**config.mk**
```make
export PLATFORM = sky130hd
export DESIGN_NAME = motorPwmCore
export DESIGN_NICKNAME = d
export VERILOG_FILES = /design/src/motorPwmPkg.sv /design/src/commutationDecoder.sv /design/src/pulseModulator.sv /design/src/windowAccountant.sv /design/src/motorPwmCore.sv
export SDC_FILE = /design/constraint.sdc
export NUM_CORES = 1
export LEC_CHECK = 0
export ABC_AREA = 1
export BUFFER_PORTS_ARGS = -buffer_cell sky130_fd_sc_hd__buf_4
export CAP_MARGIN = 40
export CORE_MARGIN = 4
export CORE_UTILIZATION = 65
export CTS_BUF_LIST = sky130_fd_sc_hd__clkbuf_16
export CTS_CLUSTER_DIAMETER = 100
export CTS_CLUSTER_SIZE = 10
export DETAILED_ROUTE_END_ITERATION = 12
export PLACE_DENSITY = 0.91
export SLEW_MARGIN = 0
export SYNTH_ARGS = -nofsm -noshare
export SYNTH_HDL_FRONTEND = slang
export SYNTH_HIERARCHICAL = 1
export SYNTH_SLANG_ARGS = --single-unit
```
**constraint.sdc**
```tcl
create_clock -name clk -period 9.4 [get_ports clk]
set_clock_uncertainty 0.15 [all_clocks]
set_input_delay 1.41 -clock clk [delete_from_list [all_inputs] [get_ports clk]]
set_output_delay 1.41 -clock clk [all_outputs]
set_load 0.03 [all_outputs]
```
**src/motorPwmPkg.sv**
```systemverilog
package motorPwmPkg;

    // one command per commutation window
    typedef struct packed {
        logic [3:0]  step;
        logic [11:0] pulseLen;
    } pwmCmdT;

    // bridge leg that carries the pulse during a step
    typedef enum logic [1:0] {
        phaseA    = 2'd0,
        phaseB    = 2'd1,
        phaseC    = 2'd2,
        phaseNone = 2'd3
    } phaseSelT;

    // timing strobes and window fields, registered in the decode stage
    typedef struct packed {
        // a command was taken for this window
        logic        windowActive;
        logic        periodStart;
        logic        windowFirst;
        logic        windowLast;
        phaseSelT    phase;
        logic [3:0]  step;
        logic [11:0] pulseLen;
    } periodCtrlT;

    // end of window summary
    typedef struct packed {
        logic [3:0]  step;
        // stepPeriods times the requested length
        logic [15:0] wantCount;
        // high cycles actually driven on the phase
        logic [15:0] realCount;
        // carry left over plus clipped excess
        logic [15:0] lostCount;
    } windowReportT;

endpackage

```
**src/commutationDecoder.sv**
```systemverilog
`timescale 1ns/1ns

module commutationDecoder import motorPwmPkg::*; #(
    parameter int periodLen   = 64,
    parameter int stepPeriods = 4,
    parameter int cmdDepth    = 2
) (
    input  logic       clk,
    input  logic       arstN,
    input  logic       cmdValid,
    input  pwmCmdT     cmd,
    output logic       creditReturn,
    output periodCtrlT ctrl
);

    localparam int cntW  = (periodLen > 1) ? $clog2(periodLen) : 1;
    localparam int idxW  = (stepPeriods > 1) ? $clog2(stepPeriods) : 1;
    localparam int ptrW  = (cmdDepth > 1) ? $clog2(cmdDepth) : 1;
    localparam int fillW = $clog2(cmdDepth + 1);

    pwmCmdT          queueMem [cmdDepth];
    logic [ptrW-1:0] wrPtr;
    logic [ptrW-1:0] rdPtr;
    logic [fillW-1:0] fillCount;

    logic [cntW-1:0] periodCnt;
    logic [idxW-1:0] periodIdx;
    logic            periodBegin;
    logic            windowStart;
    logic            windowEnd;
    logic            popCmd;
    pwmCmdT          headCmd;

    // steps come in groups of four per leg, the top group is unused
    function automatic phaseSelT stepToPhase(input logic [3:0] step);
        case (step[3:2])
            2'd0:    return phaseA;
            2'd1:    return phaseB;
            2'd2:    return phaseC;
            default: return phaseNone;
        endcase
    endfunction

    assign periodBegin = (periodCnt == '0);
    assign windowStart = periodBegin && (periodIdx == '0);
    assign windowEnd   = (periodCnt == cntW'(periodLen - 1))
                      && (periodIdx == idxW'(stepPeriods - 1));
    // no bypass, the command must already sit in the queue
    assign popCmd      = windowStart && (fillCount != '0);
    assign headCmd     = queueMem[rdPtr];

    // queue storage
    always_ff @(posedge clk) begin
        if (cmdValid) begin
            queueMem[wrPtr] <= cmd;
        end
    end

    // queue pointers and fill level, credits keep it from overflowing
    always_ff @(posedge clk or negedge arstN) begin
        if (!arstN) begin
            wrPtr     <= '0;
            rdPtr     <= '0;
            fillCount <= '0;
        end else begin
            if (cmdValid) begin
                wrPtr <= (wrPtr == ptrW'(cmdDepth - 1)) ? '0 : wrPtr + 1'b1;
            end
            if (popCmd) begin
                rdPtr <= (rdPtr == ptrW'(cmdDepth - 1)) ? '0 : rdPtr + 1'b1;
            end
            case ({cmdValid, popCmd})
                2'b10:   fillCount <= fillCount + 1'b1;
                2'b01:   fillCount <= fillCount - 1'b1;
                default: fillCount <= fillCount;
            endcase
        end
    end

    // free running period and window counters
    always_ff @(posedge clk or negedge arstN) begin
        if (!arstN) begin
            periodCnt <= '0;
            periodIdx <= '0;
        end else if (periodCnt == cntW'(periodLen - 1)) begin
            periodCnt <= '0;
            periodIdx <= (periodIdx == idxW'(stepPeriods - 1)) ? '0 : periodIdx + 1'b1;
        end else begin
            periodCnt <= periodCnt + 1'b1;
        end
    end

    // strobes follow the counters by one cycle, window fields held for the window
    always_ff @(posedge clk or negedge arstN) begin
        if (!arstN) begin
            ctrl         <= '0;
            creditReturn <= 1'b0;
        end else begin
            creditReturn     <= popCmd;
            ctrl.periodStart <= periodBegin;
            ctrl.windowFirst <= windowStart;
            ctrl.windowLast  <= windowEnd;
            if (windowStart) begin
                ctrl.windowActive <= popCmd;
                ctrl.step         <= popCmd ? headCmd.step : 4'd0;
                ctrl.pulseLen     <= popCmd ? headCmd.pulseLen : 12'd0;
                // idle window gets no leg at all
                ctrl.phase        <= popCmd ? stepToPhase(headCmd.step) : phaseNone;
            end
        end
    end

endmodule

```
**src/pulseModulator.sv**
```systemverilog
`timescale 1ns/1ns

module pulseModulator import motorPwmPkg::*; #(
    parameter int periodLen = 64,
    parameter int minPulse  = 16
) (
    input  logic       clk,
    input  logic       arstN,
    input  periodCtrlT ctrl,
    output logic       pulse
);

    localparam int cntW = (periodLen > 1) ? $clog2(periodLen) : 1;
    // longest pulse still leaves one low cycle per period
    localparam logic [15:0] clipLen = 16'(periodLen - 1);
    localparam logic [15:0] minLen  = 16'(minPulse);

    logic [15:0]     carry;
    logic [15:0]     lenSum;
    logic [15:0]     width;
    logic            belowMin;
    logic [cntW-1:0] highCnt;

    // skip, carry or clip decision for the coming period
    always_comb begin
        lenSum   = carry + 16'(ctrl.pulseLen);
        belowMin = (lenSum < minLen);
        if (!ctrl.windowActive || belowMin) begin
            width = 16'd0;
        end else if (lenSum > clipLen) begin
            width = clipLen;
        end else begin
            width = lenSum;
        end
    end

    // short requests roll into the next period, nothing crosses a window
    always_ff @(posedge clk or negedge arstN) begin
        if (!arstN) begin
            carry <= 16'd0;
        end else if (ctrl.windowLast) begin
            carry <= 16'd0;
        end else if (ctrl.periodStart && ctrl.windowActive) begin
            carry <= belowMin ? lenSum : 16'd0;
        end
    end

    // high time counts down from the emitted width
    always_ff @(posedge clk or negedge arstN) begin
        if (!arstN) begin
            highCnt <= '0;
        end else if (ctrl.periodStart) begin
            highCnt <= cntW'(width);
        end else if (highCnt != '0) begin
            highCnt <= highCnt - 1'b1;
        end
    end

    // high from the cycle after periodStart for width cycles
    assign pulse = (highCnt != '0);

endmodule

```
**src/windowAccountant.sv**
```systemverilog
`timescale 1ns/1ns

module windowAccountant import motorPwmPkg::*; (
    input  logic         clk,
    input  logic         arstN,
    input  periodCtrlT   ctrl,
    input  logic         pulse,
    output logic [2:0]   pwm,
    output logic         reportValid,
    output windowReportT report
);

    logic [15:0] wantAcc;
    logic [15:0] realAcc;
    logic [15:0] wantNext;
    logic [15:0] realNext;
    logic        driven;
    logic        reportNow;

    // one leg at a time, bit 0 is phase A
    always_comb begin
        pwm = 3'b000;
        case (ctrl.phase)
            phaseA:  pwm[0] = pulse;
            phaseB:  pwm[1] = pulse;
            phaseC:  pwm[2] = pulse;
            default: pwm = 3'b000;
        endcase
    end

    // only cycles that reach a leg count as real
    assign driven    = |pwm;
    assign wantNext  = wantAcc
                     + ((ctrl.windowActive && ctrl.periodStart) ? 16'(ctrl.pulseLen) : 16'd0);
    assign realNext  = realAcc + 16'(driven);
    assign reportNow = ctrl.windowLast && ctrl.windowActive;

    // window totals, restart after every window end
    always_ff @(posedge clk or negedge arstN) begin
        if (!arstN) begin
            wantAcc <= 16'd0;
            realAcc <= 16'd0;
        end else if (ctrl.windowLast) begin
            wantAcc <= 16'd0;
            realAcc <= 16'd0;
        end else begin
            wantAcc <= wantNext;
            realAcc <= realNext;
        end
    end

    always_ff @(posedge clk or negedge arstN) begin
        if (!arstN) begin
            reportValid <= 1'b0;
        end else begin
            reportValid <= reportNow;
        end
    end

    // windowLast cycle is folded in through the next values
    always_ff @(posedge clk) begin
        if (reportNow) begin
            report.step      <= ctrl.step;
            report.wantCount <= wantNext;
            report.realCount <= realNext;
            report.lostCount <= wantNext - realNext;
        end
    end

endmodule

```
**src/motorPwmCore.sv**
```systemverilog
`timescale 1ns/1ns

module motorPwmCore import motorPwmPkg::*; #(
    parameter int periodLen   = 64,
    parameter int stepPeriods = 4,
    parameter int minPulse    = 16,
    parameter int cmdDepth    = 2
) (
    input  logic         clk,
    input  logic         arstN,
    input  logic         cmdValid,
    input  pwmCmdT       cmd,
    output logic         creditReturn,
    output logic [2:0]   pwm,
    output logic         reportValid,
    output windowReportT report
);

    periodCtrlT ctrl;
    logic       pulse;

    // decode: queue, credits and window timing
    commutationDecoder #(
        .periodLen   (periodLen),
        .stepPeriods (stepPeriods),
        .cmdDepth    (cmdDepth)
    ) decodeStage (
        .clk          (clk),
        .arstN        (arstN),
        .cmdValid     (cmdValid),
        .cmd          (cmd),
        .creditReturn (creditReturn),
        .ctrl         (ctrl)
    );

    // execute: carry, minimum and clip
    pulseModulator #(
        .periodLen (periodLen),
        .minPulse  (minPulse)
    ) executeStage (
        .clk   (clk),
        .arstN (arstN),
        .ctrl  (ctrl),
        .pulse (pulse)
    );

    // result: phase routing and window report
    windowAccountant resultStage (
        .clk         (clk),
        .arstN       (arstN),
        .ctrl        (ctrl),
        .pulse       (pulse),
        .pwm         (pwm),
        .reportValid (reportValid),
        .report      (report)
    );

endmodule

```
-- Word-level counts from Yosys, hierarchy flattened
Memory sizes are Yosys's and may differ from the RTL's.
Index checks and enable logic that the tools add are counted.
- $add $sub $neg: 11
- muxes and demuxes: 24
- reduce and logical (&&, ||, !) cells: 17
- equal/unequal tests: 8
- $lt $le $gt $ge: 2
- operator list (kind ; number):
    2-to-1 mux 16 bit ; 5
    2-to-1 mux 6 bit ; 5
    2-to-1 mux 12 bit ; 2
    adder 16 x 1 -> 16 bit ; 1
    adder 16 x 12 -> 16 bit ; 1
    adder 16 bit ; 1
    greater-than comparator 16 x 6 -> 1 bit (second input constant) ; 1
    < comparator 16 x 5 -> 1 bit (second input constant) ; 1
    subtractor 16 bit ; 1
    == test 2 bit (second input constant) ; 4
    nonzero test 2 bit ; 4
    2-to-1 mux 1 bit ; 7
    adder 6 x 1 -> 6 bit (second input constant) ; 1
    == test 2 x 1 -> 1 bit (second input constant) ; 3
    == test 6 bit (second input constant) ; 1
    zero test 2 bit ; 3
    zero test 6 bit ; 1
    one-hot mux 2 bit (3 select lines) ; 1
    nonzero test 6 bit ; 1
    subtractor 6 x 1 -> 6 bit (second input constant) ; 1
    logical AND 1 bit ; 5
    adder 2 x 1 -> 2 bit (second input constant) ; 2
    2-to-1 mux 2 bit ; 2
    2-to-1 mux 4 bit ; 1
    6 further kinds ; 7
- flip-flop bits (word level): 141
- output and inout port bits: 57
- memories kept: 1
- word-level logic and storage cells: 84
- memory bits (writable): 32
- memories (memory ; depth ; width ; rd ports ; clocked after memory_dff ; wr ports ; RTL line ; RTL):
    decodeStage.queueMem ; 2 ; 16 ; 1 ; 0 ; 1 ; commutationDecoder.sv:21 ; pwmCmdT queueMem [cmdDepth];

-- Logic depth before layout (Yosys ltp)
Gate-level depths: netlist of run 1.
- depth after elaboration: 5
- gate-level depth with buffers: 29
- gate-level depth less buffers: 29

-- Modules after synthesis
Netlist of run 1, hierarchy kept.
- by module, submodules not included (module ; instances ; area an instance (µm²) ; cells an instance):
    windowAccountant ; 1 ; 4977.3 ; 593
    commutationDecoder ; 1 ; 2693.8 ; 246
    pulseModulator ; 1 ; 1983.2 ; 293

-- Worst setup path after synthesis of run 1
No wires, ideal clock.
- path kind: flip-flop to flip-flop
- start: reg executeStage.highCnt[0]
- end: reg, netlist name resultStage/report[12]
- setup time: 0.252 ns
- stages on the path, launching flop included: 29
- data required time: 8.998 ns
- path slack: 5.720 ns
- arrival: 3.278 ns
- cells stage by stage: dfrtp_1 inv_1 ha_1 inv_1 nor2_1 nand2_1 or3_1 inv_1 a21oi_1 ha_1 ha_1 nand2_2 inv_1 nor2_1 inv_1 ha_1 nand2_1 o21ai_0 nand2_1 nand2_1 nand2_1 nand2_1 nand3_1 nand2_2 nand2_2 nand2_4 nand2_1 nand3_1 nand2_1
- cells in the longest elaborated chain, start to end: 5
- elaborated cells on any way between the ends: 7
- those cells by class: add/sub: 2; mux: 3; reduce/logical: 2
- RTL lines (element ; RTL line ; RTL):
    from (decl) ; pulseModulator.sv:22 ; logic [cntW-1:0] highCnt;
    from (signal assigned) ; pulseModulator.sv:53 ; highCnt <= cntW'(width);
    from (signal assigned) ; pulseModulator.sv:55 ; highCnt <= highCnt - 1'b1;
    nonzero test 6 bit * ; pulseModulator.sv:60 ; assign pulse = (highCnt != '0);
    named net pulse ; motorPwmCore.sv:20 ; logic pulse;
    2-to-1 mux 1 bit ; windowAccountant.sv:23 ; case (ctrl.phase)
    OR reduction 3 bit * ; windowAccountant.sv:32 ; assign driven = |pwm;
    adder 16 x 1 -> 16 bit * ; windowAccountant.sv:35 ; assign realNext = realAcc + 16'(driven);
    named net resultStage.realNext[2] ; windowAccountant.sv:16 ; logic [15:0] realNext;
    subtractor 16 bit * ; windowAccountant.sv:66 ; report.lostCount <= wantNext - realNext;
Mark *: on every way through the listed nets, which the timed path passes. The rest lies on a longest branch.
A chain may end at the register's enable or synchronous reset.

-- Worst setup path after layout of run 1
- start: reg executeStage.highCnt[0]
- end: reg, netlist name resultStage/report[15]
- cells in the longest elaborated chain, start to end: 5
- elaborated cells on any way between the ends: 7
- those cells by class: add/sub: 2; mux: 3; reduce/logical: 2
- RTL lines (element ; RTL line):
    nonzero test 6 bit * ; pulseModulator.sv:60
    named net pulse ; motorPwmCore.sv:20
    2-to-1 mux 1 bit ; windowAccountant.sv:23
    OR reduction 3 bit * ; windowAccountant.sv:32
    adder 16 x 1 -> 16 bit * ; windowAccountant.sv:35
    subtractor 16 bit * ; windowAccountant.sv:66
Marked as above.

==> results of run 1 <==
==> sequential cells by signal, indices dropped and copies added (netlist names), 6 cells and up <==
register               cells
decodeStage/ctrl          21
decodeStage/periodCnt      6
decodeStage/queueMem      32
executeStage/carry        16
executeStage/highCnt       6
resultStage/realAcc       16
resultStage/report        52
resultStage/wantAcc       16
==> power breakdown <==
| part | total [uW] | switching (uW) | internal [uW] | leakage, uW |
|---|---|---|---|---|
| Clock | 717 | 315 | 402 | 0.000298 |
| Sequential | 944 | 46.2 | 898 | 0.00187 |
| Combinational | 501 | 330 | 171 | 0.00350 |
| Total | 2160 | 691 | 1470 | 0.00567 |
==> worst max-delay path by stage <==
stage                     depth (start not counted)  slack [ps]                      to
after floorplan                                  28        5720  resultStage/report[12]
after global placement                           26        5450  resultStage/report[15]
after detailed placement                         26        5180  resultStage/report[15]
after CTS                                        26        5090  resultStage/report[15]
after global routing                             26        4660  resultStage/report[15]
final                                            26        5060  resultStage/report[15]
==> layer usage <==
metal / global-route usage, % / vias up / wire, microns
met3: 4.58 / 89 / 1420
met4: 15.4 / 0 / 1140
met1: 31.6 / 3645 / 8290
met2: 48.2 / 370 / 11100
met5: 0 / - / 0
li1: - / 3757 / -
==> critical path, delay by kind of cell, from the launching register on <==
kind,cells,cell delay (ps)
compound gates,2,450
fa+ha+maj,4,1030
buf+inv,5,370
flops,1,390
simple gates,15,1690
==> placed cells by master, fill, tap and decap left out, drive strengths merged, types with 3 or more instances in the layout <==
cell type / count
nand4: 37
xnor2: 9
nand3b: 6
nand2: 353
inv: 200
nor3: 7
xor2: 23
nor2: 134
clkinv: 4
o22ai: 4
fa: 3
dfrtp: 89
o21ai: 9
and2: 7
ha: 44
a21oi: 27
nand3: 76
o21bai: 3
buf: 80
or2: 5
clkbuf: 17
edfxtp: 84
==> metrics by stage <==
stage	hold slack [ps]	instances
2_1_floorplan	275	1131
3_3_place_gp	281	1378
3_5_place_dp	286	1380
4_1_cts	302	1412
5_1_grt	313	1412
6_report	303	1412
==> layout make-up <==
| class | instances | share of cell area [%] |
|---|---|---|
| repair buffers | 80 | 5.75 |
| clock buffers | 17 | 3.86 |
| inverters | 192 | 6.54 |
| flip-flops and latches | 173 | 43.1 |
| well taps | 184 | 2.09 |
| clock inverters | 15 | 1.61 |
| multi-input cells | 751 | 37.0 |
==> results by group, run 1 <==
Timing
  – Fin crit period: 4340 ps
  – Fmax: 231 MHz
  – RSZ-0062 raised after global routing: false
  – Slew @ Worst Pin: 834 ps
  – Final Hold Viols: 0
  – Relative slew slack: 44.4%
  – Final Cycle Share: 46.1%
  – Pins Over Slew Limit: 0
  – Fin worst setup slack: 5060 ps
  – Final setup fails: 0
  – Setup TNS: 0 ps

Detailed routing
  – First-pass DRT Iterations: 6
  – Via count: 7861
  – DR WL/cell: between 15 and 20 microns
  – Vias per std cell: 5.57
  – DRC: 0
  – 1st-iter DRT viols: ~900
  – Total Routed Length: 21900 microns
  – Routed Antenna Nets: 0

Cells and area
  – Final core occ: between 70 and 80%
  – # diodes: 0
  – Share of cells above drive strength 1: around 16%
  – Area taken by multi-input logic gates: 0.00408 sq mm
  – Nets: around 1300
  – Filler cells: just over 900
  – Syn-to-layout area delta: 14.4%
  – Finished Cell Area: 0.0110 sq mm
  – Reg area: 0.00475 sq mm

Hold path
  – Hold crit path type: flop to flop
  – Hold EP: resultStage/report[51]
  – Hold Path Origin: decodeStage/ctrl[15]
  – Hold depth: 0

Run
  – Max-cap violations: 0

Power
  – Pwr Total: ~2200 uW
  – Power density over the cells: about 200 mW/mm^2
  – Worst vdd ir: 0.162 mV
  – P_leak: 0.00567 uW

Placed design
  – Dpl ws: between 5000 and 6000 ps
  – IO Port Bufs: 75
  – Final HPWL DP: 15600 microns
  – Area after DPL: 0.0104 sq mm
  – GPL Wtd Cong: 0.949

Critical path
  – CP max FO: 5
  – FF-to-FF setup slack: roughly 5100 ps
  – Reg2Reg Launch Point: executeStage/highCnt[0]
  – CP startpoint kind: flop
  – Crit path from: executeStage/highCnt[0]
  – R2R cell count: 26
  – Max stage delay on crit path: 390 ps
  – CP required: 9440 ps
  – Worst Setup Path Type: flop to flop
  – Crit-path slowest cell: dfrtp_1
  – Arr. time, crit path: 4370 ps
  – Crit path top cell by count: nand2_1
  – R2R Path End: resultStage/report[15]
  – Critical Path End Type: flop

Clock tree
  – Max clock buf depth: 2
  – Clk sinks: 173
  – CTS Root Buffer Type: clkbuf_16
  – Clock latency at the later pin of the worst-skew pair: about 440 ps
  – Num CTS Buffers: 17
  – Post-CTS Setup Bufs: 0
  – TritonCTS clock tree: yes
  – Post-cts sizing count: 0
  – Clock transition at path regs: approximately 70 ps
  – Htree depth: 4
  – Hold buffer count at CTS: 0

Synthesis
  – Synth warn: 6
  – Mapped Nets: 1197
  – Synth Cell Area: 0.00963 sq mm
  – Syn Inst Count: 1131
  – Synthesized area per cell: 8.51 sq um

Floorplanning
  – Chip height: about 130 microns
  – Core Area: 0.0145 sq mm
  – Initial core utilization: 66.3%
  – DIE WIDTH: 130 microns
  – Die Footprint: 0.0168 sq mm
  – Row count: 44
  – Io pins: 76

GRT
  – Initial antenna violation count: 0
  – First-pass GRT wire length: 36100 microns
  – Congestion Overflow GR: 0
  – Pin count of the biggest net entering global routing: 62
  – GRT Total Usage: a little over a quarter
  – Vias in the first global route: 7766

Outcome
  – Status: completed
Note: power is estimated with default switching activity, not from simulation.
==> run 2, diff against run 1 <==
Settings changed: CORE_UTILIZATION 65 to 55, PLACE_DENSITY 0.91 to 0.83.
Clock period 9.4 ns to 3.8 ns, I/O delays scaled along.
==> run 2 against run 1 <==
Effect of this change: worst hold slack got worse by 130 ps; highest routed layer unchanged; sequential cell count unchanged; die area up 17%; fmax up 14%; largest power group unchanged; clock power is 150% higher; critical path depth unchanged; core utilization is 8.9 points lower; total power rose to 2.7 times the previous value.
==> results by group, run 2 (same netlist as run 1, synthesis figures left out) <==
Detailed routing
  – DRC: 0 (unchanged)
  – Via count: 7696 (-2.1%)
  – DR WL/cell: 14.5 microns (-6.9%)
  – Routed Antenna Nets: 0 (unchanged)
  – First-pass DRT Iterations: 5 (-1)
  – 1st-iter DRT viols: 593 (-34%)
  – Total Routed Length: 21400 microns (-2.4%)
  – Vias per std cell: 5.20 (-6.7%)

Timing
  – Pins Over Slew Limit: 0 (unchanged)
  – Relative slew slack: 59.5% (+15 points)
  – Final setup fails: 0 (unchanged)
  – Hold WS: 171 ps (-132 ps)
  – RSZ-0062 raised after global routing: true
  – Fin crit period: 3790 ps (-543 ps)
  – Final Hold Viols: 0 (unchanged)
  – Fmax: 264 MHz (+14%)
  – Slew @ Worst Pin: 607 ps (-227 ps)
  – Final Cycle Share: 99.8% (+54 points)

Floorplanning
  – DIE WIDTH: 140 microns (+8.2%)
  – Die Footprint: 0.0197 sq mm (+17%)
  – Initial core utilization: 55.9% (-10 points)
  – Io pins: 76 (unchanged)
  – Row count: 48 (+9.1%)
  – Core Area: 0.0172 sq mm (+19%)
  – Chip height: 140 microns (+8.2%)

Clock tree
  – Clk sinks: 173 (unchanged)
  – Max clock buf depth: 2 (unchanged)
  – TritonCTS clock tree: yes
  – Num CTS Buffers: 17 (unchanged)
  – Clock latency at the later pin of the worst-skew pair: 430 ps (about the same)
  – Clock transition at path regs: 70 ps (about the same)
  – CTS Root Buffer Type: clkbuf_16
  – Htree depth: 4 (unchanged)

GRT
  – GRT Total Usage: 21.6% (-5.7 points)
  – Initial antenna violation count: 0 (unchanged)
  – First-pass GRT wire length: 34400 microns (-4.7%)
  – Pin count of the biggest net entering global routing: 54 (-13%)
  – Vias in the first global route: 7449 (-4.1%)
  – Congestion Overflow GR: 0 (unchanged)

Critical path
  – Arr. time, crit path: 3840 ps (-530 ps)
  – CP max FO: 4 (-1)
  – Worst Setup Path Type: flop to flop
  – CP required: 3850 ps (-5590 ps)
  – Critical Path End Type: flop
  – CP startpoint kind: flop

Cells and area
  – Max reg flops: 52 (unchanged)
  – Largest regs: resultStage/report (52), decodeStage/queueMem (32), decodeStage/ctrl (21)
  – Top reg by flops: resultStage/report
  – Reg area: 0.00475 sq mm (unchanged)
  – Filler cells: 1283 (+39%)
  – Syn-to-layout area delta: 19.8%
  – Share of cells above drive strength 1: 21.5% (+5.5 points)
  – Area taken by multi-input logic gates: 0.00430 sq mm (+5.3%)
  – Most frequent cells in the layout: nand2_1, inv_1, nor2_1
  – Most common cell after layout, fill and taps aside: nand2_1
  – Final core occ: 66.9% (-8.9 points)
  – # diodes: 0 (unchanged)
  – Nets: 1309 (+2.2%)

Placed design
  – GPL Wtd Cong: 0.899 (-5.3%)
  – Final HPWL DP: 15300 microns (-2.4%)
  – IO Port Bufs: 75 (unchanged)

Hold path
  – Hold crit path type: input pin to flop

Outcome
  – Status: completed

Power
  – P_leak: 0.00583 uW (+2.9%)
  – Power density over the cells: 500 mW/mm^2 (+150%)
  – Worst vdd ir: 0.348 mV (+120%)
  – Pwr Total: 5770 uW (+170%)

Run
  – Max-cap violations: 0 (unchanged)
==> run 2: cell type report <==
| class | instances | share of cell area [%] |
|---|---|---|
| clock inverters | 15 | 1.70 |
| repair buffers | 108 | 7.43 |
| well taps | 225 | 2.44 |
| multi-input cells | 751 | 37.3 |
| clock buffers | 17 | 3.69 |
| inverters | 192 | 6.27 |
| flip-flops and latches | 173 | 41.2 |
==> run 2: routing by layer <==
metal  part of all wire [%]  vias to the layer above  track usage (%)  wire length, microns
li1                       -                     3803                -                     -
met5                      0                        -                0                     0
met4                    2.3                        0             7.24                   498
met2                     51                      269             38.5                 10900
met1                     41                     3581             26.3                  8840
met3                    5.6                       43             4.17                  1200
==> run 2: report_power, final <==
group	switching, uW	internal, uW	leakage, uW
registers	124	2220	0.00187
logic	953	690	0.00366
clock network	826	953	0.000304
total	1900	3860	0.00583
==> run 2: final timing paths <==
| kind | startpoint | to | slack (ps) | cells past startpoint |
|---|---|---|---|---|
| max in group asynchronous | arstN | decodeStage/ctrl[16] | 2210 | 4 |
| worst max-delay path | executeStage/highCnt[1] | resultStage/report[15] | 6 | 26 |
| min in group asynchronous | arstN | resultStage/realAcc[15] | 480 | 2 |
| worst min-delay path | cmd[13] | decodeStage/queueMem[0][13] | 170 | 1 |
| worst max register to register | executeStage/highCnt[1] | resultStage/report[15] | 6 | 26 |
| worst min register to register | decodeStage/ctrl[14] | resultStage/report[50] | 310 | 0 |
==> run 2: metrics by stage <==
stage               worst slack (ps)  cells  area [sq um]  setup TNS (ps)
floorplan                        120   1131          9630               0
global placement               -19.9   1436         10500           -37.6
detailed placement              -168   1438         10600            -609
CTS                             11.3   1472         11300               0
global route                    -130   1481         11500            -450
finish                          6.20   1481         11500               0
==> run 2: critical path: stages, from the launching register on <==
cell and delay [ps]:
dfrtp_1 400, inv_2 80, ha_4 140, inv_2 40, nor2_4 90, nand2_2 70, or3_4 400, inv_2 70
a21oi_2 40, ha_2 220, ha_4 170, nand2_4 70, nor2_4 50, inv_2 80, nor2_4 40, inv_2 60
nand2_4 60, ha_4 300, nand4_1 110, o21ai_2 240, nand3_1 130, nand3_2 100, nand4_1 130, nand2_2 120
nand2_2 70, nand3_2 80, nand2_1 50
==> run 2: repair_timing <==
item                                    in CTS  in global routing
pin swaps                                    3                 30
endpoints found under the hold margin       27                  0
hold buffers                                 1                  0
cloned                                       0                  0
setup buffers                                1                  9
resized for setup                            9                 49
endpoints found under the setup margin       6                  7
==> run 3, diff against run 2 <==
Settings changed: ABC_AREA 1 to default, CORE_UTILIZATION 55 to 54, PLACE_DENSITY 0.83 to 0.82, SLEW_MARGIN 0 to 30.
==> run 3 against run 2 <==
Effect of this change: the run now ends with negative setup slack left; sequential cell count is the same; synthesized area is 7.9% lower; worst hold slack worse by 5.9 ps; clock-buffer cell count is the same; clock power hardly changed; largest power group unchanged; core utilization is 4.9 points higher; critical path type unchanged; global-route usage down 0.43 points.
==> results by group, run 3 <==
GRT
  – Initial antenna violation count: 0 (unchanged)
  – GRT Total Usage: 21.2% (-0.43 points)
  – First-pass GRT wire length: 31100 microns (-9.4%)
  – Congestion Overflow GR: 0 (unchanged)
  – Vias in the first global route: 6425 (-14%)
  – Pin count of the biggest net entering global routing: 52 (-3.7%)

Critical path
  – Arr. time, crit path: 4090 ps (+250 ps)
  – Worst Setup Path Type: flop to flop
  – CP startpoint kind: flop
  – Top cell family by delay on the critical path: compound AO/OA/AOI/OAI gates
  – Critical Path End Type: flop
  – Max stage delay on crit path: 390 ps (about the same)
  – CP max FO: 3 (-1)
  – Crit path cell chain: inv_2 -> ha_4 -> nand2_4 -> nor3_4 -> inv_2 -> a21boi_2 -> ha_2 -> ha_4 -> xnor2_2 -> ha_1 -> nor2b_4 -> o31a_1 -> o211ai_1 -> o211ai_2 -> o2111ai_2 -> a311oi_2 -> a2111oi_2 -> o21bai_1 -> xor2_1
  – Crit-path slowest cell: dfrtp_1
  – CP required: 3830 ps (-20 ps)
  – Buf/Inv on CP: 2 (-3)

Detailed routing
  – Total Routed Length: 20100 microns (-6.3%)
  – DR WL/cell: 17.0 microns (+17%)
  – Vias per std cell: 5.69 (+9.5%)
  – 1st-iter DRT viols: 508 (-14%)
  – Routed Antenna Nets: 0 (unchanged)
  – Via count: 6723 (-13%)
  – DRC: 0 (unchanged)
  – First-pass DRT Iterations: 5 (unchanged)

Cells and area
  – Largest regs: resultStage/report (52), decodeStage/queueMem (32), decodeStage/ctrl (21)
  – Max reg flops: 52 (unchanged)
  – Most common cell after layout, fill and taps aside: buf_4
  – Most frequent cells in the layout: buf_4, dfrtp_1, edfxtp_1
  – Fin cells: 1182 (-20%)
  – Final core occ: 71.8% (+4.9 points)
  – Nets: 1019 (-22%)
  – Finished Cell Area: 0.0115 sq mm (-0.31%)
  – Share of cells above drive strength 1: 32.7% (+11 points)
  – # diodes: 0 (unchanged)
  – Syn-to-layout area delta: 29.6%
  – Top reg by flops: resultStage/report

Placed design
  – GPL Wtd Cong: 0.887 (-1.3%)
  – Placed Cells: 1112 (-23%)
  – Area after DPL: 0.0103 sq mm (-2.8%)
  – IO Port Bufs: 75 (unchanged)
  – Final HPWL DP: 12900 microns (-15%)

Clock tree
  – CTS Root Buffer Type: clkbuf_16
  – Num CTS Buffers: 17 (unchanged)
  – Clock transition at path regs: 80 ps (about the same)
  – TritonCTS clock tree: yes
  – Htree depth: 4 (unchanged)
  – Clock latency at the later pin of the worst-skew pair: 440 ps (about the same)
  – Max clock buf depth: 2 (unchanged)
  – Clk sinks: 173 (unchanged)

Power
  – Power density over the cells: 487 mW/mm^2 (-2.7%)
  – Sw frac: 29.0% (-4.0 points)
  – P_leak: 0.00521 uW (-11%)
  – Sequential Power Share: 41.4% (+0.7 points)
  – Worst vdd ir: 0.378 mV (+8.6%)
  – Psw: 1620 uW (-15%)
  – Clock network power share: 32.2% (+1.3 points)
  – Combinational share of power: 26.4% (-2.1 points)
  – Int Pwr: 3970 uW (+2.8%)

Timing
  – Final setup fails: 5 (+5)
  – Relative slew slack: 54.6% (-4.9 points)
  – Final Hold Viols: 0 (unchanged)
  – Fin worst setup slack: -253 ps (-259 ps)
  – RSZ-0062 raised after global routing: true
  – Final Cycle Share: 107% (+6.8 points)
  – Pins Over Slew Limit: 0 (unchanged)
  – Fmax: 247 MHz (-6.4%)
  – Slew @ Worst Pin: 681 ps (+73.8 ps)
  – Hold WS: 165 ps (-5.93 ps)
  – Fin crit period: 4050 ps (+259 ps)

Synthesis
  – Mapped Nets: 826 (-31%)
  – Syn Inst Count: 760 (-33%)
  – Synthesized area per cell: 11.7 sq um (+37%)
  – Synth Cell Area: 0.00887 sq mm (-7.9%)
  – Synth warn: 6 (unchanged)

Floorplanning
  – Initial core utilization: 55.4% (-0.44 points)
  – DIE WIDTH: 136 microns (-3.0%)
  – Die Footprint: 0.0185 sq mm (-5.8%)
  – Core Area: 0.0160 sq mm (-7.2%)
  – Row count: 46 (-4.2%)
  – Io pins: 76 (unchanged)
  – Chip height: 136 microns (-3.0%)

Run
  – Max-cap violations: 0 (unchanged)

Outcome
  – Status: finished with violations
  – Failing checks: negative setup slack

Hold path
  – Hold crit path type: input pin to flop
## run 3: worst paths after layout
kind                                    startpoint                           to  slack (ps)  depth (start not counted)
setup / recovery           executeStage/highCnt[0]       resultStage/report[14]        -250                         19
hold / removal                             cmd[11]  decodeStage/queueMem[1][11]         160                          1
setup reg to reg           executeStage/highCnt[0]       resultStage/report[14]        -250                         19
hold reg to reg               decodeStage/ctrl[12]       resultStage/report[48]         300                          0
max in group asynchronous                    arstN       resultStage/realAcc[6]        2430                          3
min in group asynchronous                    arstN     decodeStage/periodCnt[1]         480                          2
## run 3: per-stage QoR
step	power (uW)	setup slack, ps	setup TNS [ps]
6_report	5600	-253	-739
5_1_grt	5880	-456	-1580
4_1_cts	5460	-224	-494
3_5_place_dp	3580	-427	-870
3_3_place_gp	3520	-289	-410
2_1_floorplan	3100	-269	-269
## run 3: power groups by stage
stage / clock [uW] / sequential [uW] / combinational, uW
after floorplan: 0 / 2330 / 778
after global placement: 0 / 2340 / 1180
after detailed placement: 0 / 2350 / 1230
after CTS: 1820 / 2320 / 1320
after global routing: 1940 / 2330 / 1610
final: 1800 / 2320 / 1480
## run 3: area by class of cell
class	count	area (sq um)
clock inverter	15	193
clock buffer	17	425
tap	216	270
sequential	173	4750
timing repair buffer	196	1510
inverter	50	188
multi-input combinational	515	4160
fill	1058	4500
## run 3: timing repair
action                                  4_1_cts  5_1_grt
hold buffers                                  1        0
pin swaps                                    22       29
buffers inserted                             21       14
resized for setup                             9       45
endpoints found under the hold margin        34        0
endpoints found under the setup margin        6        8
## run 3: metal layers
| layer | global-route usage [%] | wire length, microns | part of all wire [%] |
|---|---|---|---|
| met5 | 0 | 0 | 0 |
| met4 | 6.22 | 343 | 1.7 |
| met3 | 4.40 | 948 | 4.7 |
| met2 | 36.7 | 10300 | 51 |
| met1 | 27.0 | 8450 | 42 |
